### src/rtl/pipe_core_pkg.sv
// shared widths, opcodes, instruction fields and stage records for the integer pipeline.
package pipe_core_pkg;

    localparam int DATA_W = 32;
    localparam int MEM_AW = 6;
    localparam int IMM_W  = 13;

    typedef logic [DATA_W-1:0] data_t;
    typedef logic [4:0]        reg_addr_t;
    typedef logic [MEM_AW-1:0] mem_addr_t;
    typedef logic [3:0]        op_t;

    // ~~~~~~~~~~~~~~~~~~~~~~~~~~~~~~~~~~~~~~~~~~~~~~~~~~
    // opcodes.
    // ~~~~~~~~~~~~~~~~~~~~~~~~~~~~~~~~~~~~~~~~~~~~~~~~~~
    localparam op_t OP_NOP  = 4'd0;
    localparam op_t OP_ADD  = 4'd1;
    localparam op_t OP_SUB  = 4'd2;
    localparam op_t OP_AND  = 4'd3;
    localparam op_t OP_OR   = 4'd4;
    localparam op_t OP_XOR  = 4'd5;
    localparam op_t OP_SLT  = 4'd6;
    localparam op_t OP_ADDI = 4'd7;
    localparam op_t OP_MUL  = 4'd8;
    localparam op_t OP_LW   = 4'd9;
    localparam op_t OP_SW   = 4'd10;

    // instruction field positions.
    localparam int OPC_HI = 31;
    localparam int OPC_LO = 28;
    localparam int RD_HI  = 27;
    localparam int RD_LO  = 23;
    localparam int RS1_HI = 22;
    localparam int RS1_LO = 18;
    localparam int RS2_HI = 17;
    localparam int RS2_LO = 13;
    localparam int IMM_HI = 12;
    localparam int IMM_LO = 0;

    // ~~~~~~~~~~~~~~~~~~~~~~~~~~~~~~~~~~~~~~~~~~~~~~~~~~
    // stage records.
    // ~~~~~~~~~~~~~~~~~~~~~~~~~~~~~~~~~~~~~~~~~~~~~~~~~~
    typedef struct packed {
        logic      valid;
        op_t       op;
        reg_addr_t rd;
        logic      wr_en;
        data_t     a;
        data_t     b;
        data_t     store_data;
    } issue_t;

    typedef struct packed {
        logic      valid;
        logic      wr_en;
        logic      is_load;
        reg_addr_t rd;
        data_t     data;
        mem_addr_t addr;
        data_t     store_data;
    } pipe_t;

    typedef struct packed {
        logic      wr_en;
        reg_addr_t addr;
        data_t     data;
        logic      ready;
    } fwd_tap_t;

    // tap order is newest first: E, M1..M5, T, C, W.
    localparam int NUM_EXE_TAPS = 7;
    localparam int NUM_RES_TAPS = 2;
    localparam int NUM_TAPS     = NUM_EXE_TAPS + NUM_RES_TAPS;

    typedef fwd_tap_t [NUM_TAPS-1:0] tap_array_t;

    function automatic fwd_tap_t to_tap(input pipe_t stage, input logic rdy);
        fwd_tap_t tap;
        tap.wr_en = stage.valid & stage.wr_en;
        tap.addr  = stage.rd;
        tap.data  = stage.data;
        tap.ready = rdy;
        return tap;
    endfunction

endpackage

### src/rtl/execute_stage.sv
// execute paths: ALU E stage, T address stage and five-stage multiplier.
module execute_stage (
    input  logic                   clk_i,
    input  logic                   rst_n_i,
    input  pipe_core_pkg::issue_t  issue_i,
    output pipe_core_pkg::pipe_t   t_o,
    output pipe_core_pkg::pipe_t   m5_o,
    output pipe_core_pkg::fwd_tap_t [pipe_core_pkg::NUM_EXE_TAPS-1:0] taps_o
);
    import pipe_core_pkg::*;

    pipe_t       e_q;
    pipe_t       t_q;
    pipe_t [4:0] m_q;
    pipe_t       e_d;
    pipe_t       t_d;
    pipe_t       m1_d;
    data_t       alu_res;
    logic        is_mul;

    assign is_mul = (issue_i.op == OP_MUL);

    always_comb begin
        case (issue_i.op)
            OP_SUB:  alu_res = issue_i.a - issue_i.b;
            OP_AND:  alu_res = issue_i.a & issue_i.b;
            OP_OR:   alu_res = issue_i.a | issue_i.b;
            OP_XOR:  alu_res = issue_i.a ^ issue_i.b;
            OP_SLT:  alu_res = ($signed(issue_i.a) < $signed(issue_i.b)) ? data_t'(1) : '0;
            // add, addi and the load/store base sum.
            default: alu_res = issue_i.a + issue_i.b;
        endcase
    end

    // ~~~~~~~~~~~~~~~~~~~~~~~~~~~~~~~~~~~~~~~~~~~~~~~~~~
    // next stage contents.
    // ~~~~~~~~~~~~~~~~~~~~~~~~~~~~~~~~~~~~~~~~~~~~~~~~~~
    always_comb begin
        e_d.valid      = issue_i.valid && !is_mul;
        e_d.wr_en      = issue_i.wr_en;
        e_d.is_load    = (issue_i.op == OP_LW);
        e_d.rd         = issue_i.rd;
        e_d.data       = alu_res;
        e_d.addr       = '0;
        e_d.store_data = issue_i.store_data;

        t_d      = e_q;
        t_d.addr = e_q.data[MEM_AW-1:0];

        // low word of the product only.
        m1_d.valid      = issue_i.valid && is_mul;
        m1_d.wr_en      = issue_i.wr_en;
        m1_d.is_load    = 1'b0;
        m1_d.rd         = issue_i.rd;
        m1_d.data       = issue_i.a * issue_i.b;
        m1_d.addr       = '0;
        m1_d.store_data = '0;
    end

    always_ff @(posedge clk_i) begin
        e_q <= e_d;
        t_q <= t_d;
        m_q <= {m_q[3:0], m1_d};
        if (!rst_n_i) begin
            e_q.valid <= 1'b0;
            t_q.valid <= 1'b0;
            for (int i = 0; i < 5; i++) begin
                m_q[i].valid <= 1'b0;
            end
        end
    end

    assign t_o  = t_q;
    assign m5_o = m_q[4];

    // loads have no data before C, multiplies none before M5.
    always_comb begin
        taps_o[0] = to_tap(e_q, !e_q.is_load);
        for (int i = 1; i <= 4; i++) begin
            taps_o[i] = to_tap(m_q[i-1], 1'b0);
        end
        taps_o[5] = to_tap(m_q[4], 1'b1);
        taps_o[6] = to_tap(t_q, !t_q.is_load);
    end

endmodule

### config.mk
export PLATFORM = sky130hd
export DESIGN_NAME = execute_stage
export DESIGN_NICKNAME = d
export VERILOG_FILES = /design/src/rtl/pipe_core_pkg.sv /design/src/rtl/execute_stage.sv
export SDC_FILE = /design/constraint.sdc
export NUM_CORES = 2
export LEC_CHECK = 0
export BUFFER_PORTS_ARGS = -buffer_cell sky130_fd_sc_hd__buf_2
export CORE_MARGIN = 2
export CORE_UTILIZATION = 50
export CTS_CLUSTER_DIAMETER = 120
export DETAILED_ROUTE_END_ITERATION = 10
export PLACE_DENSITY_LB_ADDON = 0.05
export SETUP_SLACK_MARGIN = 0.5
export SLEW_MARGIN = 5
export SYNTH_ARGS = -nofsm -noshare
export SYNTH_HDL_FRONTEND = slang
export SYNTH_SLANG_ARGS = --single-unit
### constraint.sdc
create_clock -name clk_i -period 10.7 [get_ports clk_i]
set_clock_uncertainty 0.1 [all_clocks]
set_input_delay 1.07 -clock clk_i [delete_from_list [all_inputs] [get_ports clk_i]]
set_output_delay 1.07 -clock clk_i [all_outputs]
set_load 0.05 [all_outputs]
==> run summary <==
Status -> finished clean
Global-route wire length before repair -> 138100 um
# nets final -> 3989
Die X -> 244.2 um
Final Cycle Share -> 0.8155
Most frequent cell after synthesis -> inv_1
Post-CTS Setup Inserts -> 0
Commonest cells in the netlist -> 471 x inv_1, 410 x fa_1, 378 x nor2_1, 354 x buf_4, 327 x dfxtp_1
Crit Path Class -> input port to flip-flop
PortBufs -> 493
Largest net degree at the start of global routing -> 38
CP required -> 11080 ps
CTS Buffer Depth -> 3
Vias -> 21705
RSZ-0062 raised after global routing -> false
CP dominant cell by count -> fa_1
Register area share after synthesis -> 0.2269
Worst slew pin tran -> 1126 ps
Iteration count of the initial detailed-routing pass -> 6
Worst Hold Class -> flip-flop to flip-flop
Number of global-route vias before repair -> 22677
Syn. warnings -> 0
Post-synthesis adder-cell area fraction -> 0.3795
Initial core utilization -> 0.5028
Netlist cell types -> 69
Cts hold-fix bufs -> 0
GRT Util Overall -> 0.3082
Critical Path Source Type -> input port
Most used flip-flop cell after synthesis -> dfxtp_1
Finish-stage setup viols -> 0
Top achievable clock speed -> 114.6 MHz
Slew Limit Headroom -> 0.2297
Routed Antenna Nets -> 0
Crit-path max FO -> 19
Total wire length -> 91180 um
Largest cells by area after synthesis -> fa_1 28%, dfxtp_1 23%, ha_1 9.5%
Vias per cell -> 5.365
Mux cell area share after synthesis -> 0.001084
Clock Sinks -> 327
Initial DRC count -> 1585
Die Height -> 244.2 um
Initial antenna violation count -> 5
Post-CTS Resized -> 0
Clock latency at the later pin of the worst-skew pair -> 550 ps
Ys async rst share -> 0
Yosys top cell area share -> 0.2845
Slowest CP cell -> clkinv_1
CTS Buf Count -> 34
Seq cells post-synth -> 327
Setup_tns -> 0 ps
Post-Synth XOR/XNOR Area -> 0.02520
Largest stage delay on the critical path -> 960 ps
Worst Path Arrival -> 9100 ps
Synth Area in Compound Gates -> 0.08523
Routability Congestion -> 0.9803
Post-synth EDFFs -> 0
Synth Area per Inst -> 9.204 um^2
Worst Hold Slack -> 224.3 ps
Max_cap viols -> 0
Routed len/inst -> 22.53 um
CTS tree -> done
DRC -> 0
Ports -> 538
Post-DP HPWL -> 72420 um
Layout area overhead -> 5.813%
Simple-Gate Fraction of Synth Area -> 0.1119
Crit end category -> flip-flop
Fin. Hold Viols -> 0
Largest family of logic cells by synthesized area -> adder cells
Tmin final -> 8726 ps
Cells after Synth -> 3134
# rows -> 88
CTS clk-pin slew, worst paths -> 60 ps
CTS H-tree lvls -> 2
Core Region -> 57370 um^2
Max-slew violation count -> 0
Global route overflow -> 0
Clock root buffer -> clkbuf_16
Cell taking the most area after synthesis -> fa_1
Die area -> 59630 um^2
Synthesized cell area -> 28850 um^2
Layout cells sized above 1 -> 0.1783
==> layout make-up <==
class                           count  area (um^2)
Timing Repair Buffer              501         2527
Sequential cell                   327         6546
Inverter                          489         1836
Clock inverter                     14        100.1
Multi-Input combinational cell   1898        17580
Fill cell                        5397        26840
Antenna cell                        6        15.01
Clock buffer                       46        955.9
Tap cell                          765        957.2
==> worst max-delay path, delay by kind of cell <==
family          cells  cell delay, ps
compound gates      6            1620
buf+inv             6            1600
xor+xnor            1             140
simple gates        3             890
fa+ha+maj           9            3780
==> placed cells by master (no fill, tap or decap), types with 7 or more instances in the layout <==
cell type / netlist / final
o21a_1: 9 / 9
a21o_1: 20 / 20
buf_4: 354 / 8
nand3_1: 11 / 11
ha_1: 219 / 219
nor4_1: 8 / 8
a211oi_1: 10 / 9
a221o_1: 12 / 12
conb_1: 2 / 44
o2111ai_1: 7 / 7
o21ai_0: 56 / 56
clkbuf_16: 0 / 34
o211ai_1: 20 / 20
and2_1: 16 / 16
or2_2: 8 / 8
o21bai_1: 18 / 18
xnor2_1: 64 / 64
clkinv_2: 0 / 7
o21ai_1: 9 / 9
dfxtp_1: 327 / 327
nor3_1: 27 / 26
inv_1: 471 / 471
o221ai_1: 13 / 13
nand2_1: 271 / 271
a31oi_1: 14 / 14
a221oi_1: 13 / 13
o31ai_1: 8 / 8
nand2b_1: 19 / 19
a211o_1: 11 / 11
nor2b_1: 11 / 11
xor2_1: 19 / 19
clkinv_1: 13 / 13
buf_2: 0 / 493
fa_1: 410 / 410
nor2_1: 378 / 377
a21oi_1: 92 / 92
==> through the flow <==
step                cells    util  cell area, um^2  worst slack (ps)
floorplan            3176       -            29000              2707
global route         4045  0.5320            30520              1548
finish               4046  0.5321            30520              1974
global placement     3980  0.5134            29450              1741
detailed placement   3980  0.5134            29450              1569
CTS                  4040  0.5318            30510              2141
==> cells by family (layout without fill, tap and decap cells) <==
family | after synthesis | count (layout)
XOR/XNOR | 83 | 83
AO/OA/AOI/OAI | 359 | 359
AND/OR/NAND/NOR | 780 | 780
adder cells (fa/ha/maj) | 629 | 629
buffers and inverters | 951 | 1050
flip-flops | 327 | 327
multiplexers | 3 | 3
other | 2 | 50
==> sequential cells by signal, summed over array words and instances, names as in the netlist <==
| signal | count |
|---|---|
| t_o | 66 |
| e_q | 34 |
| m_q | 8 |
| m5_o | 39 |
| taps_o | 180 |
==> routing by layer <==
| layer | global-route usage | wire [um] | vias up |
|---|---|---|---|
| met5 | 0 | 0 | - |
| met4 | 0.1438 | 4455 | 0 |
| met3 | 0.05773 | 7782 | 229 |
| met2 | 0.5139 | 43430 | 1088 |
| met1 | 0.3877 | 35510 | 10814 |
| li1 | - | - | 9574 |
==> worst paths after layout <==
check / startpoint / end / slack, ps / depth (start not counted)
worst max-delay path: issue_i[67] / taps_o[70] / 1970 / 25
worst min-delay path: e_q[16] / t_o[16] / 220 / 0
worst max register to register: m_q[155] / m_q[233] / 10060 / 1
worst min register to register: e_q[16] / t_o[16] / 220 / 0
Power is not shown: default switching activity piles up to over one toggle a cycle in this logic, so the estimate is an artifact.
