### config.mk
export PLATFORM = sky130hd
export DESIGN_NAME = bypass_ctrl
export DESIGN_NICKNAME = d
export VERILOG_FILES = /design/src/rtl/pipe_core_pkg.sv /design/src/rtl/bypass_ctrl.sv
export SDC_FILE = /design/constraint.sdc
export NUM_CORES = 1
export LEC_CHECK = 0
export BUFFER_PORTS_ARGS = -buffer_cell sky130_fd_sc_hd__clkbuf_2
export CELL_PAD_IN_SITES_DETAIL_PLACEMENT = 0
export CELL_PAD_IN_SITES_GLOBAL_PLACEMENT = 1
export CORE_AREA = 2 2 168 170
export CTS_BUF_LIST = sky130_fd_sc_hd__clkbuf_4 sky130_fd_sc_hd__clkbuf_8
export CTS_CLUSTER_DIAMETER = 120
export DETAILED_ROUTE_END_ITERATION = 16
export DIE_AREA = 0 0 170 172
export PLACE_DENSITY_LB_ADDON = 0.1
export SYNTH_ARGS = -nofsm -noshare
export SYNTH_HDL_FRONTEND = slang
export SYNTH_SLANG_ARGS = --single-unit
### constraint.sdc
create_clock -name clk_i -period 9.96 [get_ports clk_i]
set_input_delay 1.992 -clock clk_i [delete_from_list [all_inputs] [get_ports clk_i]]
set_output_delay 1.992 -clock clk_i [all_outputs]
set_load 0.005 [all_outputs]
### src/rtl/pipe_core_pkg.sv
// shared widths, opcodes, instruction fields and stage records for the integer pipeline.
package pipe_core_pkg;

    localparam int DATA_W = 32;
    localparam int MEM_AW = 6;
    localparam int IMM_W  = 13;

    typedef logic [DATA_W-1:0] data_t;
    typedef logic [4:0]        reg_addr_t;
    typedef logic [MEM_AW-1:0] mem_addr_t;
    typedef logic [3:0]        op_t;

    // ~~~~~~~~~~~~~~~~~~~~~~~~~~~~~~~~~~~~~~~~~~~~~~~~~~
    // opcodes.
    // ~~~~~~~~~~~~~~~~~~~~~~~~~~~~~~~~~~~~~~~~~~~~~~~~~~
    localparam op_t OP_NOP  = 4'd0;
    localparam op_t OP_ADD  = 4'd1;
    localparam op_t OP_SUB  = 4'd2;
    localparam op_t OP_AND  = 4'd3;
    localparam op_t OP_OR   = 4'd4;
    localparam op_t OP_XOR  = 4'd5;
    localparam op_t OP_SLT  = 4'd6;
    localparam op_t OP_ADDI = 4'd7;
    localparam op_t OP_MUL  = 4'd8;
    localparam op_t OP_LW   = 4'd9;
    localparam op_t OP_SW   = 4'd10;

    // instruction field positions.
    localparam int OPC_HI = 31;
    localparam int OPC_LO = 28;
    localparam int RD_HI  = 27;
    localparam int RD_LO  = 23;
    localparam int RS1_HI = 22;
    localparam int RS1_LO = 18;
    localparam int RS2_HI = 17;
    localparam int RS2_LO = 13;
    localparam int IMM_HI = 12;
    localparam int IMM_LO = 0;

    // ~~~~~~~~~~~~~~~~~~~~~~~~~~~~~~~~~~~~~~~~~~~~~~~~~~
    // stage records.
    // ~~~~~~~~~~~~~~~~~~~~~~~~~~~~~~~~~~~~~~~~~~~~~~~~~~
    typedef struct packed {
        logic      valid;
        op_t       op;
        reg_addr_t rd;
        logic      wr_en;
        data_t     a;
        data_t     b;
        data_t     store_data;
    } issue_t;

    typedef struct packed {
        logic      valid;
        logic      wr_en;
        logic      is_load;
        reg_addr_t rd;
        data_t     data;
        mem_addr_t addr;
        data_t     store_data;
    } pipe_t;

    typedef struct packed {
        logic      wr_en;
        reg_addr_t addr;
        data_t     data;
        logic      ready;
    } fwd_tap_t;

    // tap order is newest first: E, M1..M5, T, C, W.
    localparam int NUM_EXE_TAPS = 7;
    localparam int NUM_RES_TAPS = 2;
    localparam int NUM_TAPS     = NUM_EXE_TAPS + NUM_RES_TAPS;

    typedef fwd_tap_t [NUM_TAPS-1:0] tap_array_t;

    function automatic fwd_tap_t to_tap(input pipe_t stage, input logic rdy);
        fwd_tap_t tap;
        tap.wr_en = stage.valid & stage.wr_en;
        tap.addr  = stage.rd;
        tap.data  = stage.data;
        tap.ready = rdy;
        return tap;
    endfunction

endpackage

### src/rtl/bypass_ctrl.sv
// operand bypass controller: newest-match forwarding and decode stall rules.
module bypass_ctrl (
    input  logic                     clk_i,
    input  logic                     rst_n_i,
    input  pipe_core_pkg::reg_addr_t dec_rs1_i,
    input  pipe_core_pkg::reg_addr_t dec_rs2_i,
    input  pipe_core_pkg::reg_addr_t dec_rd_i,
    input  logic                     dec_wr_en_i,
    input  logic                     dec_is_mul_i,
    input  pipe_core_pkg::tap_array_t taps_i,
    output logic                     bypass_a_en_o,
    output logic                     bypass_b_en_o,
    output pipe_core_pkg::data_t     bypass_data_a_o,
    output pipe_core_pkg::data_t     bypass_data_b_o,
    output logic                     stall_core_o
);
    import pipe_core_pkg::*;

    localparam int TAP_M1 = 1;
    localparam int TAP_M2 = 2;
    localparam int TAP_M4 = 4;

    typedef struct packed {
        logic  hit;
        logic  stall;
        data_t data;
    } fwd_sel_t;

    logic     active_q;
    fwd_sel_t sel_a;
    fwd_sel_t sel_b;
    logic     stall_waw;
    logic     stall_port;

    // first match from the newest end decides.
    function automatic fwd_sel_t search(input reg_addr_t rs, input tap_array_t taps);
        fwd_sel_t sel;
        logic     found;
        sel   = '0;
        found = 1'b0;
        for (int i = 0; i < NUM_TAPS; i++) begin
            if (!found && rs != '0 && taps[i].wr_en && taps[i].addr == rs) begin
                found     = 1'b1;
                sel.hit   = taps[i].ready;
                sel.stall = !taps[i].ready;
                sel.data  = taps[i].data;
            end
        end
        return sel;
    endfunction

    // outputs stay quiet until the cycle after reset is released.
    always_ff @(posedge clk_i) begin
        if (!rst_n_i) begin
            active_q <= 1'b0;
        end else begin
            active_q <= 1'b1;
        end
    end

    always_comb begin
        sel_a = search(dec_rs1_i, taps_i);
        sel_b = search(dec_rs2_i, taps_i);
    end

    // ~~~~~~~~~~~~~~~~~~~~~~~~~~~~~~~~~~~~~~~~~~~~~~~~~~
    // structural stalls.
    // ~~~~~~~~~~~~~~~~~~~~~~~~~~~~~~~~~~~~~~~~~~~~~~~~~~
    always_comb begin
        stall_waw = 1'b0;
        for (int i = TAP_M1; i <= TAP_M4; i++) begin
            if (dec_wr_en_i && taps_i[i].wr_en && taps_i[i].addr == dec_rd_i) begin
                stall_waw = 1'b1;
            end
        end
        // a writer issued now lands in W together with the multiply in M2.
        stall_port = dec_wr_en_i && !dec_is_mul_i && taps_i[TAP_M2].wr_en;
    end

    assign bypass_a_en_o   = active_q & sel_a.hit;
    assign bypass_b_en_o   = active_q & sel_b.hit;
    assign bypass_data_a_o = active_q ? sel_a.data : '0;
    assign bypass_data_b_o = active_q ? sel_b.data : '0;
    assign stall_core_o    = active_q & (sel_a.stall | sel_b.stall | stall_waw | stall_port);

endmodule

==> results by stage, run 1 <==
Placed design:
- The placed wire-length estimate after detailed placement is 30,000 um.
- The congestion estimate from routability-driven global placement came to 0.849.
- The post-placement worst setup slack is 2.05 ns.
- The number of placed instances, taps included, is 1,579.
- The quantity of I/O buffers inserted on ports is 436.

STA:
- The worst slew slack as a fraction of its limit is 25.7%.
- Setup repair after global routing left no endpoint under its margin.
- The aggregate negative setup slack is 0 ns.
- The part of the cycle the worst path needs is 79.9%.
- The number of failing hold endpoints at the final stage is 0.
- The number of failing setup endpoints in the final timing report is 0.
- The worst hold margin is 2.10 ns.
- The fmax is 126 MHz.
- The number of max-slew violations in the final report is 0.
- Setup slack on the critical path of the routed design comes to 2.01 ns.
- The slew at the pin closest to its max-slew limit is 1.11 ns.
- The shortest period the worst path allows is 7.95 ns.

Synth:
- The adder and majority gate portion of the synthesized area is 0%.
- Synthesis produced a netlist whose cell count is 880.
- The simple-gate portion of the synthesized area is 28.0%.
- Sorting the synthesized cells by area gives the leading types as sky130_fd_sc_hd__a22oi_1, sky130_fd_sc_hd__xor2_1, sky130_fd_sc_hd__a221oi_1.
- The number of nets handed over by synthesis was 1,250.
- After synthesis, the largest family of logic cells by area is compound AO/OA/AOI/OAI gates.
- The mux cell area share after synthesis is 0%.
- The synthesized netlist devotes 45.2% of its cell area to compound gates.
- The count of flip-flops with a built-in enable after synthesis is 0.
- The number of distinct standard cells referenced by the synthesized netlist is 55.
- The sequential share of the synthesized area is 0.356%.
- The dominant synthesized flop cell is sky130_fd_sc_hd__dfxtp_1.
- A synthesized cell averages 6.39 um2.
- In this run, synthesis produced a sequential element count of 1.
- The library cell with the largest summed area after synthesis is sky130_fd_sc_hd__a22oi_1.
- The area share of the leading cell type in the synthesized netlist is 12.0%.
- The XOR/XNOR share of the synthesized area is 17.1%.
- Of all flip-flops after synthesis, the portion carrying an async set or reset was 0%.
- The cell area that synthesis handed to floorplanning was 0.00562 mm2.
- For this run, the number of Yosys warnings is 0.

Pwr:
- The power density normalized to cell area is 33.7 mW/mm2.
- The reported leakage power is 3.33 nW.
- The worst-case vdd ir drop is 23.2 uV.

Layout:
- The share of layout cells above drive strength 1 is 38.8%.
- The largest registers in the layout are active_q: 1 flops.
- The most common cell after layout, fill and taps aside is sky130_fd_sc_hd__clkbuf_2.
- active_q holds more flip-flops than any other register.
- The final non-filler cell total is 1,587.
- The final layout net count is 1,605.
- Relative to the synthesized area, the layout overhead comes to 41.4%.
- The area used by multi-input combinational logic is 0.00514 mm2.
- In the layout the commonest cells are sky130_fd_sc_hd__clkbuf_2, sky130_fd_sc_hd__nand2_1, sky130_fd_sc_hd__a22oi_1.
- The number of inserted filler cells in the final layout is 3,189.
- The flip-flop count of the largest register after layout came to 1.
- The sequential cell area is 20.0 um2.

Worst hold path:
- The number of instances on the worst hold path is 1.
- The startpoint identified for the worst hold timing path is rst_n_i.
- The worst hold path terminates at active_q$_DFF_P_.
- The class of the tightest hold or removal check is primary input to register.

Global route:
- The number of antenna violations at the first check in global routing came to 7.
- Across every metal layer, demand over resource in global routing totals 25.5%.
- The via count of the first global-routing pass is 8,842.
- The overflow left after global routing is 0.
- The first global-routing pass estimated 56,600 um of wire.
- The maximum number of pins on one net before global-route repair is 70.

Route:
- The number of detailed-routing iterations run before antenna repair is 8.
- Once detail routing completed, the nets flagged for antenna violations numbered 0.
- Dividing the detail-routed wire length by the instance count gives 25.4 um.
- The number of DRC markers in iteration 0 is 876.
- The via count of the routed design is 9,008.
- Wires add up to 40,300 um.
- The remaining routing DRC violations is 0.
- In the routed layout, each cell is associated on average with a via count of 5.68.

Clocking:
- The post-CTS setup buffer count is 0.
- The post-cts sizing count is 0.
- The clock-pin slew of the registers on the worst-case setup and hold paths is 0 ns.
- Buffers inserted to repair hold after CTS numbered 0.

Critical path:
- The worst path arrival time is 5.96 ns.
- The capturing element type of the critical path is an output port.
- The maximum fanout count along the critical path is 33.
- The required time at the endpoint of the critical path is 7.97 ns.
- The critical path is of the primary input to output port type.
- The worst setup path is launched from a primary input.

Die:
- The total area inside the core boundary comes to 0.0275 mm2.
- The area enclosed by the die boundary is 0.0292 mm2.
- The initial utilization of the core area, before any placement, comes to 20.5%.
- The floorplan step set the die width to 170 um.
- The number of placed I/O pins is 437.
- The floorplan step set the die height to 172 um.
- After floorplanning, the core was divided into 61 placement rows.

Status:
- The flow ran to the end, and the final reports show no timing, DRC or antenna violations.

Run:
- The tool flagged a number of max-cap violations equal to 0.
-- stage by stage --
step | utilization, % | total power, mW | area [um2]
after global placement | 28.8 | 0.268 | 7920
after detailed placement | 28.8 | 0.265 | 7920
after floorplan | - | 0.118 | 5620
after global routing | 28.9 | 0.290 | 7930
final | 28.9 | 0.268 | 7940
after CTS | 28.8 | 0.266 | 7920
-- power by group --
group | total (mW) | switching (mW) | internal, mW | leakage, nW
combinational | 0.263 | 0.147 | 0.117 | 3.33
sequential | 0.00435 | 0.0000484 | 0.00431 | 0.00844
clock | 0.000000108 | 0 | 0.000000108 | 0.0000507
-- cell type report --
class / count / area share [%]
Antenna cell: 8 / 0.252
Multi-Input combinational cell: 769 / 64.7
Timing Repair Buffer: 449 / 28.7
Inverter: 14 / 0.662
Sequential cell: 1 / 0.252
Tap cell: 346 / 5.45
-- Yosys cell counts (all sizes together) (5+ instances only) --
master and number:
and3 39, o21ai 37, nor3 7, nor4 21, xor2 65, nand2 122
xnor2 45, a21oi 49, o31ai 6, clkbuf 47, nor2 39, a22oi 90
a31oi 59, nand3 47, a22o 5, a222oi 28, buf 49, a221o 5
nand4 10, a221oi 58, inv 14
-- worst max path at each step --
stage | start | slack (ns) | endpoint
2_1_floorplan | dec_rs1_i[2] | 3.69 | stall_core_o
3_3_place_gp | dec_rs1_i[1] | 2.07 | stall_core_o
3_5_place_dp | dec_rs1_i[1] | 2.05 | stall_core_o
4_1_cts | dec_rs1_i[1] | 2.05 | stall_core_o
5_1_grt | dec_rs1_i[1] | 1.86 | bypass_data_a_o[25]
6_report | dec_rs1_i[1] | 2.01 | bypass_data_a_o[25]
-- critical path: stages --
cell	delay (ns)
sky130_fd_sc_hd__clkbuf_2	0.26
sky130_fd_sc_hd__or4_4	0.64
sky130_fd_sc_hd__nor2_8	0.15
sky130_fd_sc_hd__nor4_4	0.07
sky130_fd_sc_hd__nor4b_4	0.76
sky130_fd_sc_hd__and3_2	0.99
sky130_fd_sc_hd__a22oi_1	0.19
sky130_fd_sc_hd__and3_1	0.24
sky130_fd_sc_hd__a31oi_1	0.43
sky130_fd_sc_hd__clkbuf_2	0.20
-- routing by layer --
metal  GRT usage [%]  wire [um]
met4            6.06        847
met5               0         21
met2            45.7      19800
met3            4.07       3360
met1            32.0      16300
-- kinds of logic (layout without fill, tap and decap cells) --
logic type / count (synthesis) / count (layout)
AO/OA/AOI/OAI: 353 / 353
XOR/XNOR: 110 / 110
flip-flops: 1 / 1
buffers and inverters: 110 / 463
AND/OR/NAND/NOR: 306 / 306
other: 0 / 8
Power figures use the tool's default switching activity.
==> run 2: changes to the inputs <==
--- a/config.mk
+++ b/config.mk
@@ -5,14 +5,16 @@
 export SDC_FILE = /design/constraint.sdc
 export NUM_CORES = 1
 export LEC_CHECK = 0
+export ABC_AREA = 1
 export BUFFER_PORTS_ARGS = -buffer_cell sky130_fd_sc_hd__clkbuf_2
 export CELL_PAD_IN_SITES_DETAIL_PLACEMENT = 0
 export CELL_PAD_IN_SITES_GLOBAL_PLACEMENT = 1
-export CORE_AREA = 2 2 168 170
+export CORE_ASPECT_RATIO = 0.75
+export CORE_MARGIN = 1
+export CORE_UTILIZATION = 24
 export CTS_BUF_LIST = sky130_fd_sc_hd__clkbuf_4 sky130_fd_sc_hd__clkbuf_8
 export CTS_CLUSTER_DIAMETER = 120
 export DETAILED_ROUTE_END_ITERATION = 16
-export DIE_AREA = 0 0 170 172
 export PLACE_DENSITY_LB_ADDON = 0.1
 export SYNTH_ARGS = -nofsm -noshare
 export SYNTH_HDL_FRONTEND = slang
==> constraint.sdc (replaced) <==
create_clock -name clk_i -period 7 [get_ports clk_i]
set_input_delay 1.4 -clock clk_i [delete_from_list [all_inputs] [get_ports clk_i]]
set_output_delay 1.4 -clock clk_i [all_outputs]
set_load 0.005 [all_outputs]
==> run 2 against run 1 <==
- first-iteration DRC count shrank 18%
- final area grew 6.8%
- combinational power grew 65%
- worst setup slack lost 1.0 ns
- cell count grew 19%
- die area shrank 10%
- sequential share of layout area is essentially flat
- via count grew 14%
- flip-flop and latch count is the same
- power grew 64%
- wire length grew 3.7%
- worst hold slack lost 0.59 ns
==> results by stage, run 2 <==
Layout:
- The most common cell after layout, fill and taps aside is sky130_fd_sc_hd__clkbuf_2.
- The flip-flop count of the largest register after layout is 1.
- The signed area change from the synthesized netlist to the final layout is 37.8%.
- Leaving out fill and tap cells, the most frequent cells in the layout are sky130_fd_sc_hd__clkbuf_2, sky130_fd_sc_hd__nand2_1, sky130_fd_sc_hd__a21oi_1.
- The share of layout cells above drive strength 1 is 33.3%.
- Leaving out filler cells and counting taps, the final layout contains 1,890.
- The largest registers in the layout are active_q: 1 flops.
- At the end of the flow, the number of nets in the layout was 1,923.
- Counting flops per register, the top entry is active_q.

Synth:
- A synthesized cell averages 5.22 um2.
- By area the synthesized netlist is led by sky130_fd_sc_hd__a21oi_1, sky130_fd_sc_hd__nand2_1, sky130_fd_sc_hd__o21ai_0.
- The number of nets in the synthesized netlist is 1,549.
- The count of flip-flops with a built-in enable after synthesis is 0.
- The most common cell in the synthesized netlist is sky130_fd_sc_hd__nand2_1.
- The main combinational cell family by area after synthesis is compound AO/OA/AOI/OAI gates.
- Synthesis instantiated 49 different standard cells from the library.
- The sequential share of the synthesized area is 0.325%.
- The cell area that synthesis handed to floorplanning was 0.00615 mm2.
- The synthesized netlist devotes 4.55% of its cell area to XOR and XNOR gates.
- The number of register bits inferred by synthesis is 1.
- The synthesized netlist devotes 45.5% of its cell area to compound gates.
- The adder and majority gate portion of the synthesized area is 0%.
- The largest total area in the synthesized netlist belongs to sky130_fd_sc_hd__a21oi_1.
- In the synthesized netlist the async set-or-reset flop fraction comes to 0%.
- Ranked by instance count, the synthesized netlist is headed by sky130_fd_sc_hd__nand2_1, sky130_fd_sc_hd__a21oi_1, sky130_fd_sc_hd__o21ai_0, sky130_fd_sc_hd__inv_1, sky130_fd_sc_hd__nor2_1.
- After synthesis, the share of cell area in mux cells is 0%.
- The Yosys step of the flow raised 0 warnings.
- The share of synthesized area in the top cell type comes to 18.1%.
- The simple-gate portion of the synthesized area is 35.6%.
- Counting every instance in the synthesized netlist gives 1,179.
- For this run, the leading register cell type out of synthesis is sky130_fd_sc_hd__dfxtp_1.

Global route:
- The first global-routing pass estimated 62,000 um of wire.
- For this run the aggregate overflow at the end of global routing stands at 0.
- The aggregate global-route resource usage is 30.3%.
- Entering global routing, the biggest net connects 65 pins.
- The via count of the first global-routing pass was 9,955.
- The number of antenna violations at the first check in global routing is 1.

Critical path:
- The capturing element type of the critical path is an output port.
- The number of buffers and inverters on the critical path is 4.
- In this run the worst setup path begins at dec_rs2_i[3].
- The capture point of the worst path is bypass_data_b_o[15].
- The type of origin of the critical path is a primary input.
- At the worst endpoint, the arrival time is 4.61 ns.
- In this design, the stage delay of the slowest critical-path cell is 0.48 ns.
- STA puts the critical path data required time at 5.60 ns.
- The count of cell instances traversed by the critical path is 15.
- The maximum fanout count along the critical path is 36.
- Traced cell by cell, the critical path runs through clkbuf_2 > inv_1 > o22ai_1 > nor4_4 > nand2_1 > nand2_2 > buf_4 > a21oi_1 > a21oi_1 > nand4_1 > nor2_1 > nand2_1 > o21ai_1 > nor2_1 > clkbuf_2.
- The cell at the slowest stage of the critical path is sky130_fd_sc_hd__nand2_2.
- The critical setup path kind is primary input to output port.
- The family of cells with the greatest summed delay on the critical path is simple AND/OR/NAND/NOR gates.

Route:
- The uppermost layer routed is met4.
- The first detailed-routing pass took 5 iterations.
- The remaining routing DRC violations is 0.
- The detailed router finished its first iteration with 720 violations.
- The average wire length per cell after detail routing is 22.1 um.
- The detailed-routed wire length on met3 is 2920 um.
- After detailed routing, the number of vias per cell comes to 5.45.
- The final route contains 10.3k vias.
- Detailed routing placed a total of 19,300 um of wire on met2.
- The total routed wirelength is 41,800 um.
- The number of nets with antenna violations after detailed routing is 0.
- In the final routing, the length of wire on met1 measures 19,000 um.

Die:
- The floorplan step defined a core boundary enclosing 0.0251 mm2.
- Pin placement for this block handled 437 I/O pins.
- In this run the horizontal extent of the chip is 187 um.
- The starting density of the core is 24.5%.
- The number of cell rows is 50.
- The height of the chip is 141 um.
- The area enclosed by the die boundary is 0.0263 mm2.

Clocking:
- The quantity of hold-fixing buffers added after cts is 0.
- Post-CTS repair changed the size of 0 cells.
- Clock-pin slew was measured on the worst setup and hold paths at 0 ns.
- After clock tree synthesis, the setup repair step added 0 buffers.

STA:
- The number of max-slew violations in the final report is 0.
- Subtracting the final worst setup slack from the clock period gives 6.01 ns.
- Static timing analysis puts the maximum clock frequency at 166 MHz.
- Setup violations remaining at the end of the flow were counted as 0.
- The part of the cycle the worst path needs is 85.9%.
- The worst slew slack as a fraction of its limit is 35.0%.
- The slew at the pin closest to its max-slew limit is 0.974 ns.
- The aggregate negative setup slack is 0 ns.
- The number of failing hold endpoints at the final stage is 0.
- Setup repair after global routing left no endpoint under its margin.

Placed design:
- The placed wire-length estimate after detailed placement is 32,700 um.
- The congestion estimate from routability-driven global placement came to 0.931.
- The quantity of I/O buffers inserted on ports is 436.
- The cell count after placement is 1,889.

Pwr:
- Summed over all cells, the static leakage comes to 4.01 nW.
- The worst-case vdd ir drop is 26.3 uV.
- The power density normalized to cell area is 51.9 mW/mm2.

Worst hold path:
- In this run the most critical hold path is launched from rst_n_i.
- The number of instances on the worst hold path is 1.
- The worst hold path belongs to the class primary input to register.

Status:
- The run finished with clean final reports.

Run:
- The max capacitance violation total is 0.
## run 2: cell count changes in the layout (fill, tap and decap cells not counted), moves of 28 or more
cell / before / now
sky130_fd_sc_hd__inv_1: 13 / 88
sky130_fd_sc_hd__nand2_1: 122 / 293
sky130_fd_sc_hd__nor2_1: 36 / 67
sky130_fd_sc_hd__a21oi_1: 48 / 222
sky130_fd_sc_hd__a31oi_1: 59 / 31
sky130_fd_sc_hd__nand3_1: 47 / 19
sky130_fd_sc_hd__a222oi_1: 28 / 0
sky130_fd_sc_hd__a22oi_1: 90 / 31
sky130_fd_sc_hd__o21ai_0: 37 / 101
sky130_fd_sc_hd__o2111ai_1: 0 / 35
sky130_fd_sc_hd__a221oi_1: 58 / 12
sky130_fd_sc_hd__xor2_1: 65 / 19
sky130_fd_sc_hd__xnor2_1: 45 / 13
## run 2: worst min-delay path by stage
stage | to
floorplan | active_q$_DFF_P_
finish | active_q$_DFF_P_
global route | active_q$_DFF_P_
detailed placement | active_q$_DFF_P_
global placement | active_q$_DFF_P_
CTS | active_q$_DFF_P_
## run 2: layer usage
metal | vias to the layer above | global-route usage (%)
met1 | 4833 | 42.0
met3 | 34 | 2.96
met5 | - | 0
met4 | 0 | 4.23
li1 | 4915 | -
met2 | 526 | 51.6
## run 2: cell type report
class | count | area, um2
multi-input combinational | 987 | 5300
timing repair buffer | 454 | 2320
tap | 338 | 423
inverter | 109 | 419
sequential | 1 | 21.3
fill | 2964 | 16600
antenna | 1 | 2.50
## run 2: through the flow
stage / util (%) / hold slack, ns / total power, mW / area (um2) / worst slack [ns]
finish: 33.8 / 1.51 / 0.440 / 8480 / 0.990
global route: 33.8 / 1.52 / 0.481 / 8480 / 0.702
global placement: 33.8 / 1.51 / 0.436 / 8480 / 1.03
floorplan: - / 1.43 / 0.209 / 6150 / 2.41
CTS: 33.8 / 1.51 / 0.436 / 8480 / 1.03
detailed placement: 33.8 / 1.51 / 0.434 / 8480 / 1.03
## run 2: cell families after synthesis
group                  count (synthesis)
AO/OA/AOI/OAI                        480
flip-flops                             1
buffers and inverters                191
XOR/XNOR                              32
AND/OR/NAND/NOR                      475
## run 2: report_power, final
part           internal, mW  switching (mW)  leakage, nW
Clock          0.0000000191               0   0.00000634
Sequential          0.00618       0.0000735      0.00844
Combinational         0.176           0.258         4.01
Total                 0.182           0.259         4.01
