### src/rtl/pipe_core_pkg.sv
// shared widths, opcodes, instruction fields and stage records for the integer pipeline.
package pipe_core_pkg;

    localparam int DATA_W = 32;
    localparam int MEM_AW = 6;
    localparam int IMM_W  = 13;

    typedef logic [DATA_W-1:0] data_t;
    typedef logic [4:0]        reg_addr_t;
    typedef logic [MEM_AW-1:0] mem_addr_t;
    typedef logic [3:0]        op_t;

    // ~~~~~~~~~~~~~~~~~~~~~~~~~~~~~~~~~~~~~~~~~~~~~~~~~~
    // opcodes.
    // ~~~~~~~~~~~~~~~~~~~~~~~~~~~~~~~~~~~~~~~~~~~~~~~~~~
    localparam op_t OP_NOP  = 4'd0;
    localparam op_t OP_ADD  = 4'd1;
    localparam op_t OP_SUB  = 4'd2;
    localparam op_t OP_AND  = 4'd3;
    localparam op_t OP_OR   = 4'd4;
    localparam op_t OP_XOR  = 4'd5;
    localparam op_t OP_SLT  = 4'd6;
    localparam op_t OP_ADDI = 4'd7;
    localparam op_t OP_MUL  = 4'd8;
    localparam op_t OP_LW   = 4'd9;
    localparam op_t OP_SW   = 4'd10;

    // instruction field positions.
    localparam int OPC_HI = 31;
    localparam int OPC_LO = 28;
    localparam int RD_HI  = 27;
    localparam int RD_LO  = 23;
    localparam int RS1_HI = 22;
    localparam int RS1_LO = 18;
    localparam int RS2_HI = 17;
    localparam int RS2_LO = 13;
    localparam int IMM_HI = 12;
    localparam int IMM_LO = 0;

    // ~~~~~~~~~~~~~~~~~~~~~~~~~~~~~~~~~~~~~~~~~~~~~~~~~~
    // stage records.
    // ~~~~~~~~~~~~~~~~~~~~~~~~~~~~~~~~~~~~~~~~~~~~~~~~~~
    typedef struct packed {
        logic      valid;
        op_t       op;
        reg_addr_t rd;
        logic      wr_en;
        data_t     a;
        data_t     b;
        data_t     store_data;
    } issue_t;

    typedef struct packed {
        logic      valid;
        logic      wr_en;
        logic      is_load;
        reg_addr_t rd;
        data_t     data;
        mem_addr_t addr;
        data_t     store_data;
    } pipe_t;

    typedef struct packed {
        logic      wr_en;
        reg_addr_t addr;
        data_t     data;
        logic      ready;
    } fwd_tap_t;

    // tap order is newest first: E, M1..M5, T, C, W.
    localparam int NUM_EXE_TAPS = 7;
    localparam int NUM_RES_TAPS = 2;
    localparam int NUM_TAPS     = NUM_EXE_TAPS + NUM_RES_TAPS;

    typedef fwd_tap_t [NUM_TAPS-1:0] tap_array_t;

    function automatic fwd_tap_t to_tap(input pipe_t stage, input logic rdy);
        fwd_tap_t tap;
        tap.wr_en = stage.valid & stage.wr_en;
        tap.addr  = stage.rd;
        tap.data  = stage.data;
        tap.ready = rdy;
        return tap;
    endfunction

endpackage

### src/rtl/decode_stage.sv
// decode stage: instruction register, field split, operand select and issue.
module decode_stage (
    input  logic                     clk_i,
    input  logic                     rst_n_i,
    input  logic                     instr_valid_i,
    input  pipe_core_pkg::data_t     instr_i,
    input  logic                     stall_i,
    output pipe_core_pkg::reg_addr_t rf_rs1_o,
    output pipe_core_pkg::reg_addr_t rf_rs2_o,
    input  pipe_core_pkg::data_t     rf_data_a_i,
    input  pipe_core_pkg::data_t     rf_data_b_i,
    input  logic                     bypass_a_en_i,
    input  logic                     bypass_b_en_i,
    input  pipe_core_pkg::data_t     bypass_data_a_i,
    input  pipe_core_pkg::data_t     bypass_data_b_i,
    output pipe_core_pkg::reg_addr_t dec_rd_o,
    output logic                     dec_wr_en_o,
    output logic                     dec_is_mul_o,
    output pipe_core_pkg::issue_t    issue_o
);
    import pipe_core_pkg::*;

    logic             dec_valid_q;
    data_t            dec_instr_q;
    op_t              op;
    reg_addr_t        rs1;
    reg_addr_t        rs2;
    logic [IMM_W-1:0] imm;
    data_t            imm_ext;
    logic             uses_rs1;
    logic             uses_rs2;
    logic             uses_imm;
    logic             writes_rd;
    logic             is_store;
    data_t            opnd_a;
    data_t            reg_b;

    always_ff @(posedge clk_i) begin
        if (!rst_n_i) begin
            dec_valid_q <= 1'b0;
        end else if (!stall_i) begin
            dec_valid_q <= instr_valid_i;
        end
    end

    always_ff @(posedge clk_i) begin
        if (!stall_i && instr_valid_i) begin
            dec_instr_q <= instr_i;
        end
    end

    assign op       = dec_instr_q[OPC_HI:OPC_LO];
    assign dec_rd_o = dec_instr_q[RD_HI:RD_LO];
    assign rs1      = dec_instr_q[RS1_HI:RS1_LO];
    assign rs2      = dec_instr_q[RS2_HI:RS2_LO];
    assign imm      = dec_instr_q[IMM_HI:IMM_LO];
    assign imm_ext  = {{(DATA_W-IMM_W){imm[IMM_W-1]}}, imm};

    always_comb begin
        uses_rs1  = 1'b1;
        uses_rs2  = 1'b0;
        uses_imm  = 1'b0;
        writes_rd = 1'b0;
        is_store  = 1'b0;
        case (op)
            OP_ADD, OP_SUB, OP_AND, OP_OR, OP_XOR, OP_SLT, OP_MUL: begin
                uses_rs2  = 1'b1;
                writes_rd = 1'b1;
            end
            OP_ADDI, OP_LW: begin
                uses_imm  = 1'b1;
                writes_rd = 1'b1;
            end
            OP_SW: begin
                uses_rs2 = 1'b1;
                uses_imm = 1'b1;
                is_store = 1'b1;
            end
            OP_NOP:  uses_rs1 = 1'b0;
            // reserved codes act as nop.
            default: uses_rs1 = 1'b0;
        endcase
    end

    // unused sources read r0 so they never match a tap.
    assign rf_rs1_o     = (dec_valid_q && uses_rs1) ? rs1 : '0;
    assign rf_rs2_o     = (dec_valid_q && uses_rs2) ? rs2 : '0;
    assign dec_wr_en_o  = dec_valid_q && writes_rd && (dec_rd_o != '0);
    assign dec_is_mul_o = dec_valid_q && (op == OP_MUL);

    assign opnd_a = bypass_a_en_i ? bypass_data_a_i : rf_data_a_i;
    assign reg_b  = bypass_b_en_i ? bypass_data_b_i : rf_data_b_i;

    // only writers and stores go down the pipe, everything else is a bubble.
    always_comb begin
        issue_o.valid      = !stall_i && (dec_wr_en_o || (dec_valid_q && is_store));
        issue_o.op         = op;
        issue_o.rd         = dec_rd_o;
        issue_o.wr_en      = dec_wr_en_o;
        issue_o.a          = opnd_a;
        issue_o.b          = uses_imm ? imm_ext : reg_b;
        issue_o.store_data = reg_b;
    end

endmodule

### config.mk
export PLATFORM = sky130hd
export DESIGN_NAME = decode_stage
export DESIGN_NICKNAME = d
export VERILOG_FILES = /design/src/rtl/pipe_core_pkg.sv /design/src/rtl/decode_stage.sv
export SDC_FILE = /design/constraint.sdc
export NUM_CORES = 1
export LEC_CHECK = 0
export ABC_CLOCK_PERIOD_IN_PS = 5850
export BUFFER_PORTS_ARGS = -buffer_cell sky130_fd_sc_hd__clkbuf_2
export CORE_AREA = 2 2 112 114
export CTS_CLUSTER_SIZE = 16
export DETAILED_ROUTE_END_ITERATION = 7
export DIE_AREA = 0 0 114 116
export MAX_ROUTING_LAYER = met4
export PLACE_DENSITY_LB_ADDON = 0.3
export SLEW_MARGIN = 20
export SYNTH_ARGS = -nofsm -noshare
export SYNTH_HDL_FRONTEND = slang
export SYNTH_SLANG_ARGS = --single-unit
### constraint.sdc
create_clock -name clk_i -period 5.85 [get_ports clk_i]
set_input_delay 1.755 -clock clk_i [delete_from_list [all_inputs] [get_ports clk_i]]
set_output_delay 1.755 -clock clk_i [all_outputs]
set_load 0.02 [all_outputs]
==> impl_metrics.json, run 1 <==
{
  "syn_area_mm2": 0.00248,
  "cts_resized": 0,
  "required_ns": 4.09,
  "row_count": 40,
  "antenna_found_initial": 1,
  "irDropWorstVdd_mv": 0.157,
  "maxSlewViolCount": 0,
  "core_mm2": 0.0119,
  "path_delay_family": "buffers and inverters",
  "fin_skew_ns": 0,
  "power.share.clock_pct": 30.2,
  "portBuffers": 289,
  "synth_edf_count": 32,
  "combPwrFrac_pct": 36.9,
  "tightest_slew_ns": 0.928,
  "r2r_cells": 2,
  "fmaxAchievable_mhz": 198,
  "ant_nets": 0,
  "crit_arrival_ns": 3.31,
  "status": "complete, no violations",
  "synth_top_family_by_area": "multiplexers",
  "clk-insertion-delay-late_ns": 0.28,
  "crit_buf_inv": 3,
  "grtUsageMet2_pct": 25.1,
  "post_dp_cell_area_mm2": 0.00394,
  "worst-path-stages": 5,
  "hold_violations": 0,
  "start_kind": "input pin",
  "whs_path_depth": 2,
  "p_sw_share_pct": 32.9,
  "synth_cell_types": 27,
  "synth_fa_ha_area_share_pct": 0,
  "synth_xor_area_share_pct": 0.353,
  "ys_async_sr_fraction_pct": 0,
  "synthMuxAreaShare_pct": 43.5,
  "drtIter0Drc": 65,
  "p_sw_mw": 0.290,
  "cp_cell_sequence": "clkbuf_2 -> buf_4 -> mux2_2 -> mux2_2 -> clkbuf_2",
  "synth_compound_area_share_pct": 3.63,
  "initial_core_util_pct": 20.9,
  "cts-root-buf": "clkbuf_16",
  "num_vias": 2600,
  "min_period_ns": 5.06,
  "syn_inst": 190,
  "yosysWarnings": 0,
  "nets": 624,
  "post-dp-hpwl_mm": 8.88,
  "clockBufferDepth": 2,
  "die_area_mm2": 0.0132,
  "rsz0062_at_grt": "no",
  "maxSlewHeadroom_pct": 38.0,
  "fillers": 1210,
  "synth_top_flop_cell": "edfxtp_1",
  "synth_largest_area_cell": "mux2_2",
  "grt_use_met3_pct": 3.56,
  "crit_type": "in2out",
  "synth_top_area_share_pct": 39.9,
  "drive_gt1_share_pct": 85.2,
  "route.detailed.drc": 0,
  "finalSetupViolations": 0,
  "syn_avg_cell_area_um2": 13.1,
  "crit_path_end_kind": "output pin",
  "maxCapViolCount": 0,
  "die_y_um": 116,
  "die_w_um": 114,
  "met1_usage_pct": 16.0,
  "synth-simple-area-share_pct": 4.69,
  "pin_count": 290,
  "cts_tree": "yes",
  "syn_to_final_growth_pct": 64.8,
  "grt_usage_pct": 14.4,
  "worstPathMaxFanout": 22,
  "p_int_mw": 0.592,
  "seqPwrFrac_pct": 32.9,
  "cts.sinks": 33,
  "htreeDepth": 2,
  "fin_hold_ws_ns": 0.551,
  "synth_common_cells": "mux2_2 (88), edfxtp_1 (32), buf_4 (15)",
  "grt_pass1_wl_mm": 13.8,
  "path_clk_slew_ns": 0.06,
  "hold_buffers": 0,
  "p_leak_nw": 2.06,
  "period_share_pct": 86.5,
  "grt_pass1_vias": 2537,
  "yosysMostFrequentCell": "mux2_2",
  "grt_max_degree": 34,
  "grt-busiest-layer": "met2",
  "synth.area.top_cells": "mux2_2 (40%), edfxtp_1 (39%), buf_4 (4.5%)",
  "synth.ff_latch_count": 33,
  "grt_overflow": 0,
  "avgRoutedWirePerCell_um": 17.1,
  "max_stage_delay_ns": 0.47,
  "drt_wl_total_mm": 10.4,
  "tns_ns": 0,
  "finalInstanceArea_mm2": 0.00409,
  "gp_congestion": 0.754,
  "p_per_area_mw_per_mm2": 215,
  "cp_slowest_cell": "clkbuf_2",
  "syn_nets": 356,
  "cts_buffers": 5,
  "via_per_inst": 4.28,
  "postCtsSetupBuffers": 0,
  "hp-class": "reg2reg",
  "firstDrtPassIters": 6,
  "seq_area_frac_synth_pct": 39.5
}
-- cells in the final DEF (no fill, tap or decap), drive strengths merged, types with 2 or more instances in the layout --
master	n
and2	10
o21ai	2
nor2b	2
buf	3
mux2	96
clkbuf	296
a21oi	2
edfxtp	32
-- layout make-up --
type	count	area (um^2)	share of cell area, %
clock buffers	7	143	3.48
diodes	1	2.50	0.0611
inverters	1	3.75	0.0917
multi-input cells	125	1300	31.8
repair buffers	292	1470	35.9
flip-flops and latches	33	981	24.0
well taps	147	184	4.49
clock inverters	1	7.51	0.183
-- path summary, 6_finish.rpt --
check                start          end  slack [ns]
max reg2reg    dec_valid_q  dec_valid_q        5.21
max          bypass_b_en_i  issue_o[37]        0.79
min reg2reg    dec_valid_q  dec_valid_q        0.55
min            dec_valid_q  dec_valid_q        0.55
-- through the flow --
stage                     setup slack [ns]  total power, mW  util, %  instances
after floorplan                       1.11            0.496        -        190
after global placement               0.826            0.620     33.1        598
after detailed placement             0.785            0.623     33.1        598
after CTS                            0.784            0.893     34.3        606
after global routing                 0.699            0.920     34.4        607
final                                0.788            0.882     34.4        607
-- kinds of logic after synthesis --
group,Yosys count
buffers and inverters,32
XOR/XNOR,1
AND/OR/NAND/NOR,18
flip-flops,33
multiplexers,96
AO/OA/AOI/OAI,10
-- layer usage --
metal / up-vias / share of wire, % / wire, um
met5: - / 0 / 0
met4: 0 / 2.8 / 292
met3: 16 / 8.9 / 918
met2: 159 / 51 / 5250
met1: 1190 / 38 / 3910
li1: 1235 / - / -
-- worst reg2reg max path, cell delays in order (launching register included) --
cell	delay, ns
dfxtp_1	0.37
a21oi_1	0.08
nor2b_1	0.13
-- registers in the layout, summed over array words and instances (netlist names) --
signal / cells
dec_instr_q: 32
dec_valid_q: 1
-- power by group through the flow --
stage	logic, mW	registers (mW)	clock network [mW]
after global placement	0.326	0.295	0
after detailed placement	0.328	0.295	0
after floorplan	0.210	0.287	0
final	0.325	0.290	0.266
after global routing	0.348	0.292	0.280
after CTS	0.329	0.291	0.274
(Power assumes the default switching activity.)
==> run 2: changes to the inputs <==
ABC_AREA = 1   (was unset)
CORE_AREA = 2 2 114 116   (was 2 2 112 114)
DIE_AREA = 0 0 116 118   (was 0 0 114 116)
==> impl_metrics.json, run 2 <==
{
  "status": "complete, no violations",
  "fillers": 1321,
  "htreeDepth": 2,
  "synth_top_flop_cell": "edfxtp_1",
  "die_y_um": 118,
  "post_dp_cell_area_mm2": 0.00401,
  "largest_reg_flops": 32,
  "syn_avg_cell_area_um2": 9.89,
  "hp-class": "reg2reg",
  "initial_core_util_pct": 20.6,
  "layout_common_cells": "clkbuf_2 (289), nand2_1 (66), mux2_2 (57)",
  "drtIter0Drc": 89,
  "max_stage_delay_ns": 0.48,
  "rsz0062_at_grt": "no",
  "crit_arrival_ns": 3.17,
  "finalInstanceArea_mm2": 0.00415,
  "drt_wl_total_mm": 10.1,
  "postCtsSetupBuffers": 0,
  "synth_cell_types": 27,
  "period_share_pct": 84.2,
  "cts_resized": 0,
  "fmaxAchievable_mhz": 203,
  "cts_tree": "yes",
  "final_common_cell": "clkbuf_2",
  "post-dp-hpwl_mm": 8.76,
  "portBuffers": 289,
  "syn_nets": 425,
  "yosysMostFrequentCell": "nand2_1",
  "p_per_area_mw_per_mm2": 209,
  "num_vias": 2877,
  "synth_largest_area_cell": "edfxtp_1",
  "synth.ff_latch_count": 33,
  "irDropWorstVdd_mv": 0.155,
  "grt_usage_pct": 14.0,
  "tns_ns": 0,
  "ant_nets": 0,
  "cts.sinks": 33,
  "core_mm2": 0.0124,
  "drive_gt1_share_pct": 70.1,
  "ys_async_sr_fraction_pct": 0,
  "syn_to_final_growth_pct": 62.1,
  "synth_edf_count": 32,
  "cp_slowest_cell": "clkbuf_2",
  "yosysWarnings": 0,
  "cts-root-buf": "clkbuf_16",
  "clockBufferDepth": 2,
  "min_period_ns": 4.92,
  "die_area_mm2": 0.0137,
  "die_w_um": 116,
  "maxSlewViolCount": 0,
  "pin_count": 290,
  "syn_area_mm2": 0.00256,
  "firstDrtPassIters": 4,
  "synth.area.top_cells": "edfxtp_1 (38%), mux2_2 (25%), nand2_1 (9.7%)",
  "seq_area_frac_synth_pct": 38.3,
  "route.detailed.drc": 0,
  "synth_common_cells": "nand2_1 (66), mux2_2 (57), edfxtp_1 (32)",
  "grt_pass1_vias": 2761,
  "antenna_found_initial": 2,
  "syn_inst": 259,
  "synth_top_area_share_pct": 37.5,
  "largestRegisters": "dec_instr_q x32, dec_valid_q x1",
  "grt_pass1_wl_mm": 14.5,
  "crit_type": "in2out",
  "finalSetupViolations": 0,
  "via_per_inst": 4.10,
  "cp_cell_sequence": "clkbuf_2 -> buf_4 -> mux2_2 -> nand2_1 -> nand2_1 -> clkbuf_2",
  "row_count": 41,
  "tightest_slew_ns": 0.897,
  "worstPathMaxFanout": 22,
  "cts_buffers": 5,
  "required_ns": 4.09,
  "avgRoutedWirePerCell_um": 14.3,
  "gp_congestion": 0.828,
  "p_leak_nw": 2.31,
  "crit_path_end_kind": "output pin",
  "grt_overflow": 0,
  "maxSlewHeadroom_pct": 40.1,
  "hold_violations": 0,
  "path_clk_slew_ns": 0.05,
  "start_kind": "input pin",
  "top_register": "dec_instr_q",
  "grt_max_degree": 34,
  "hold_buffers": 0,
  "maxCapViolCount": 0,
  "fin_skew_ns": 0,
  "nets": 693,
  "clk-insertion-delay-late_ns": 0.27
}
[run 2: final cells by class]
type	count	area (um^2)	area share [%]
multi-input cells	179	1280	30.9
inverters	17	63.8	1.54
diodes	2	5.00	0.121
repair buffers	291	1460	35.2
well taps	172	215	5.18
clock buffers	5	125	3.01
flip-flops and latches	33	981	23.6
clock inverters	3	17.5	0.422
[run 2: layer usage]
metal / GRT usage [%] / vias up / wire [um]
met5: - / - / 0
li1: - / 1402 / -
met2: 26.4 / 163 / 5270
met4: 2.98 / 0 / 94
met3: 3.45 / 7 / 997
met1: 14.3 / 1305 / 3720
[run 2: worst paths after layout]
path / startpoint / to / slack, ns / cells past startpoint
worst min register to register: dec_valid_q / dec_valid_q / 0.56 / 2
worst max register to register: dec_valid_q / dec_valid_q / 5.20 / 2
worst max-delay path: bypass_b_en_i / issue_o[44] / 0.93 / 6
worst min-delay path: dec_valid_q / dec_valid_q / 0.56 / 2
[run 2: worst max-delay path, delay by kind of cell]
family / cells / cell delay [ns]
muxes: 1 / 0.35
and+or+nand+nor: 2 / 0.13
buffers and inverters: 3 / 0.93
[run 2: logic make-up after synthesis]
family / after synthesis / share of synthesized area (%)
mux: 64 / 28.4
flops: 33 / 38.3
simple gates: 95 / 17.3
buf+inv: 47 / 11.9
compound gates: 20 / 4.05
[run 2: stage by stage]
stage | util (%) | hold slack (ns) | cells | setup WS, ns | total power [mW]
4_1_cts | 33.4 | 0.566 | 700 | 0.879 | 0.881
2_1_floorplan | - | 0.530 | 259 | 1.37 | 0.502
3_5_place_dp | 32.3 | 0.558 | 692 | 0.877 | 0.629
6_report | 33.5 | 0.563 | 702 | 0.925 | 0.867
3_3_place_gp | 32.3 | 0.552 | 692 | 0.899 | 0.627
5_1_grt | 33.5 | 0.609 | 702 | 0.800 | 0.913
[run 2: power breakdown]
part / switching (mW) / internal (mW)
clock network: 0.0913 / 0.156
logic: 0.199 / 0.135
registers: 0.00789 / 0.278
==> run 3: changes to the inputs <==
ABC_CLOCK_PERIOD_IN_PS = 4019   (was 5850)
clock period = 4.02 ns   (was 5.85 ns; I/O delays follow)
==> impl_metrics.json, run 3 (same netlist as run 2, synthesis figures left out) <==
{
  "status": "complete, no violations",
  "finalSetupViolations": 0,
  "crit_buf_inv": 3,
  "fin_cells": 703,
  "post-dp-hpwl_mm": 8.81,
  "cts_tree": "yes",
  "tns_ns": 0,
  "irDropWorstVdd_mv": 0.297,
  "ant_nets": 0,
  "maxCapViolCount": 0,
  "portBuffers": 289,
  "max_stage_delay_ns": 0.37,
  "gp_congestion": 0.792,
  "antenna_found_initial": 3,
  "p_sw_share_pct": 32.6,
  "num_vias": 2893,
  "via_per_inst": 4.12,
  "hold_violations": 0,
  "syn_to_final_growth_pct": 63.5,
  "avgRoutedWirePerCell_um": 14.5,
  "tightest_slew_ns": 0.885,
  "top_register": "dec_instr_q",
  "route.detailed.drc": 0,
  "clk-insertion-delay-late_ns": 0.27,
  "die_area_mm2": 0.0137,
  "largest_reg_flops": 32,
  "grt_pass1_vias": 2850,
  "min_from": "dec_valid_q",
  "pin_count": 290,
  "crit_type": "in2out",
  "cts-root-buf": "clkbuf_16",
  "power.share.clock_pct": 31.6,
  "cp_cell_sequence": "clkbuf_2 -> buf_12 -> mux2_2 -> nand2_1 -> nand2_1 -> clkbuf_2",
  "maxSlewViolCount": 0,
  "grt_max_degree": 34,
  "die_y_um": 118,
  "hold_buffers": 0,
  "crit_path_start": "bypass_b_en_i",
  "p_leak_nw": 2.32,
  "power_mw": 1.32,
  "rsz0062_at_grt": "no",
  "initial_core_util_pct": 20.6,
  "crit_path_end_kind": "output pin",
  "drt_wl_total_mm": 10.2,
  "layout_common_cells": "clkbuf_2 (289), nand2_1 (66), mux2_2 (57)",
  "largestRegisters": "dec_instr_q x32, dec_valid_q x1",
  "fin_hold_ws_ns": 0.583,
  "combPwrFrac_pct": 37.0,
  "die_w_um": 116,
  "period_share_pct": 85.8,
  "p_per_area_mw_per_mm2": 316,
  "hp-class": "reg2reg",
  "row_count": 41,
  "r2r-start": "dec_valid_q",
  "final_common_cell": "clkbuf_2",
  "grt_pass1_wl_mm": 14.6,
  "cp_slowest_cell": "mux2_2",
  "worst_slack_ns": 0.572,
  "p_int_mw": 0.892,
  "postCtsSetupBuffers": 0,
  "place_inst": 692,
  "htreeDepth": 2,
  "start_kind": "input pin",
  "drive_gt1_share_pct": 69.7,
  "grt_overflow": 0,
  "p_sw_mw": 0.431,
  "nets": 693,
  "core_mm2": 0.0124,
  "clockBufferDepth": 2,
  "crit_arrival_ns": 2.24,
  "cts_buffers": 5,
  "required_ns": 2.81,
  "maxSlewHeadroom_pct": 40.9,
  "seqPwrFrac_pct": 31.4,
  "path_delay_family": "buffers and inverters",
  "worstPathMaxFanout": 32,
  "cts_resized": 0,
  "firstDrtPassIters": 4,
  "grt_usage_pct": 14.1,
  "min_period_ns": 3.45,
  "path_clk_slew_ns": 0.05,
  "cts.sinks": 33,
  "pre_cts_ws_ns": 0.565,
  "fmaxAchievable_mhz": 290,
  "drtIter0Drc": 96,
  "fin_skew_ns": 0
}
-- run 3: cell types whose count changed in the layout (fill, tap and decap cells not counted), sizes merged --
cell      delta
clkinv       -1
clkbuf       +1
diode        +1
clkinvlp     -1
bufinv       +1
-- run 3: stage by stage --
step	utilization [%]	instance area, um^2
after floorplan	-	2560
after global placement	32.4	4020
after detailed placement	32.4	4020
after CTS	33.7	4180
after global routing	33.7	4190
final	33.7	4190
-- run 3: power by group through the flow --
stage	sequential, mW	combinational [mW]	clock [mW]
floorplan	0.420	0.311	0
global placement	0.422	0.492	0
detailed placement	0.422	0.494	0
CTS	0.416	0.496	0.429
global route	0.418	0.528	0.445
finish	0.415	0.489	0.419
-- run 3: worst paths after layout --
path	to	slack, ns	cells past startpoint
worst min-delay path	dec_valid_q	0.58	2
worst min register to register	dec_valid_q	0.58	2
worst max register to register	dec_valid_q	3.36	2
worst max-delay path	issue_o[55]	0.57	6
-- run 3: per-layer routing --
layer | global-route usage [%] | vias up | share of wire, %
li1 | - | 1401 | -
met3 | 4.43 | 5 | 10
met1 | 14.3 | 1337 | 37
met5 | - | - | 0
met4 | 2.83 | 0 | 0.58
met2 | 26.2 | 150 | 52
-- run 3: worst reg2reg max path: cells and delay by family (launching register included) --
kind	cells	cell delay, ns
DFF	1	0.39
and+or+nand+nor	1	0.11
AOI/OAI and AO/OA	1	0.09
-- run 3: final cells by class --
class	count	area, um^2
Fill cell	1309	8230
Timing Repair Buffer	291	1470
Multi-Input combinational cell	179	1280
Sequential cell	33	981
Tap cell	172	215
Clock buffer	6	129
Inverter	17	63.8
Clock inverter	2	33.8
Antenna cell	3	7.51
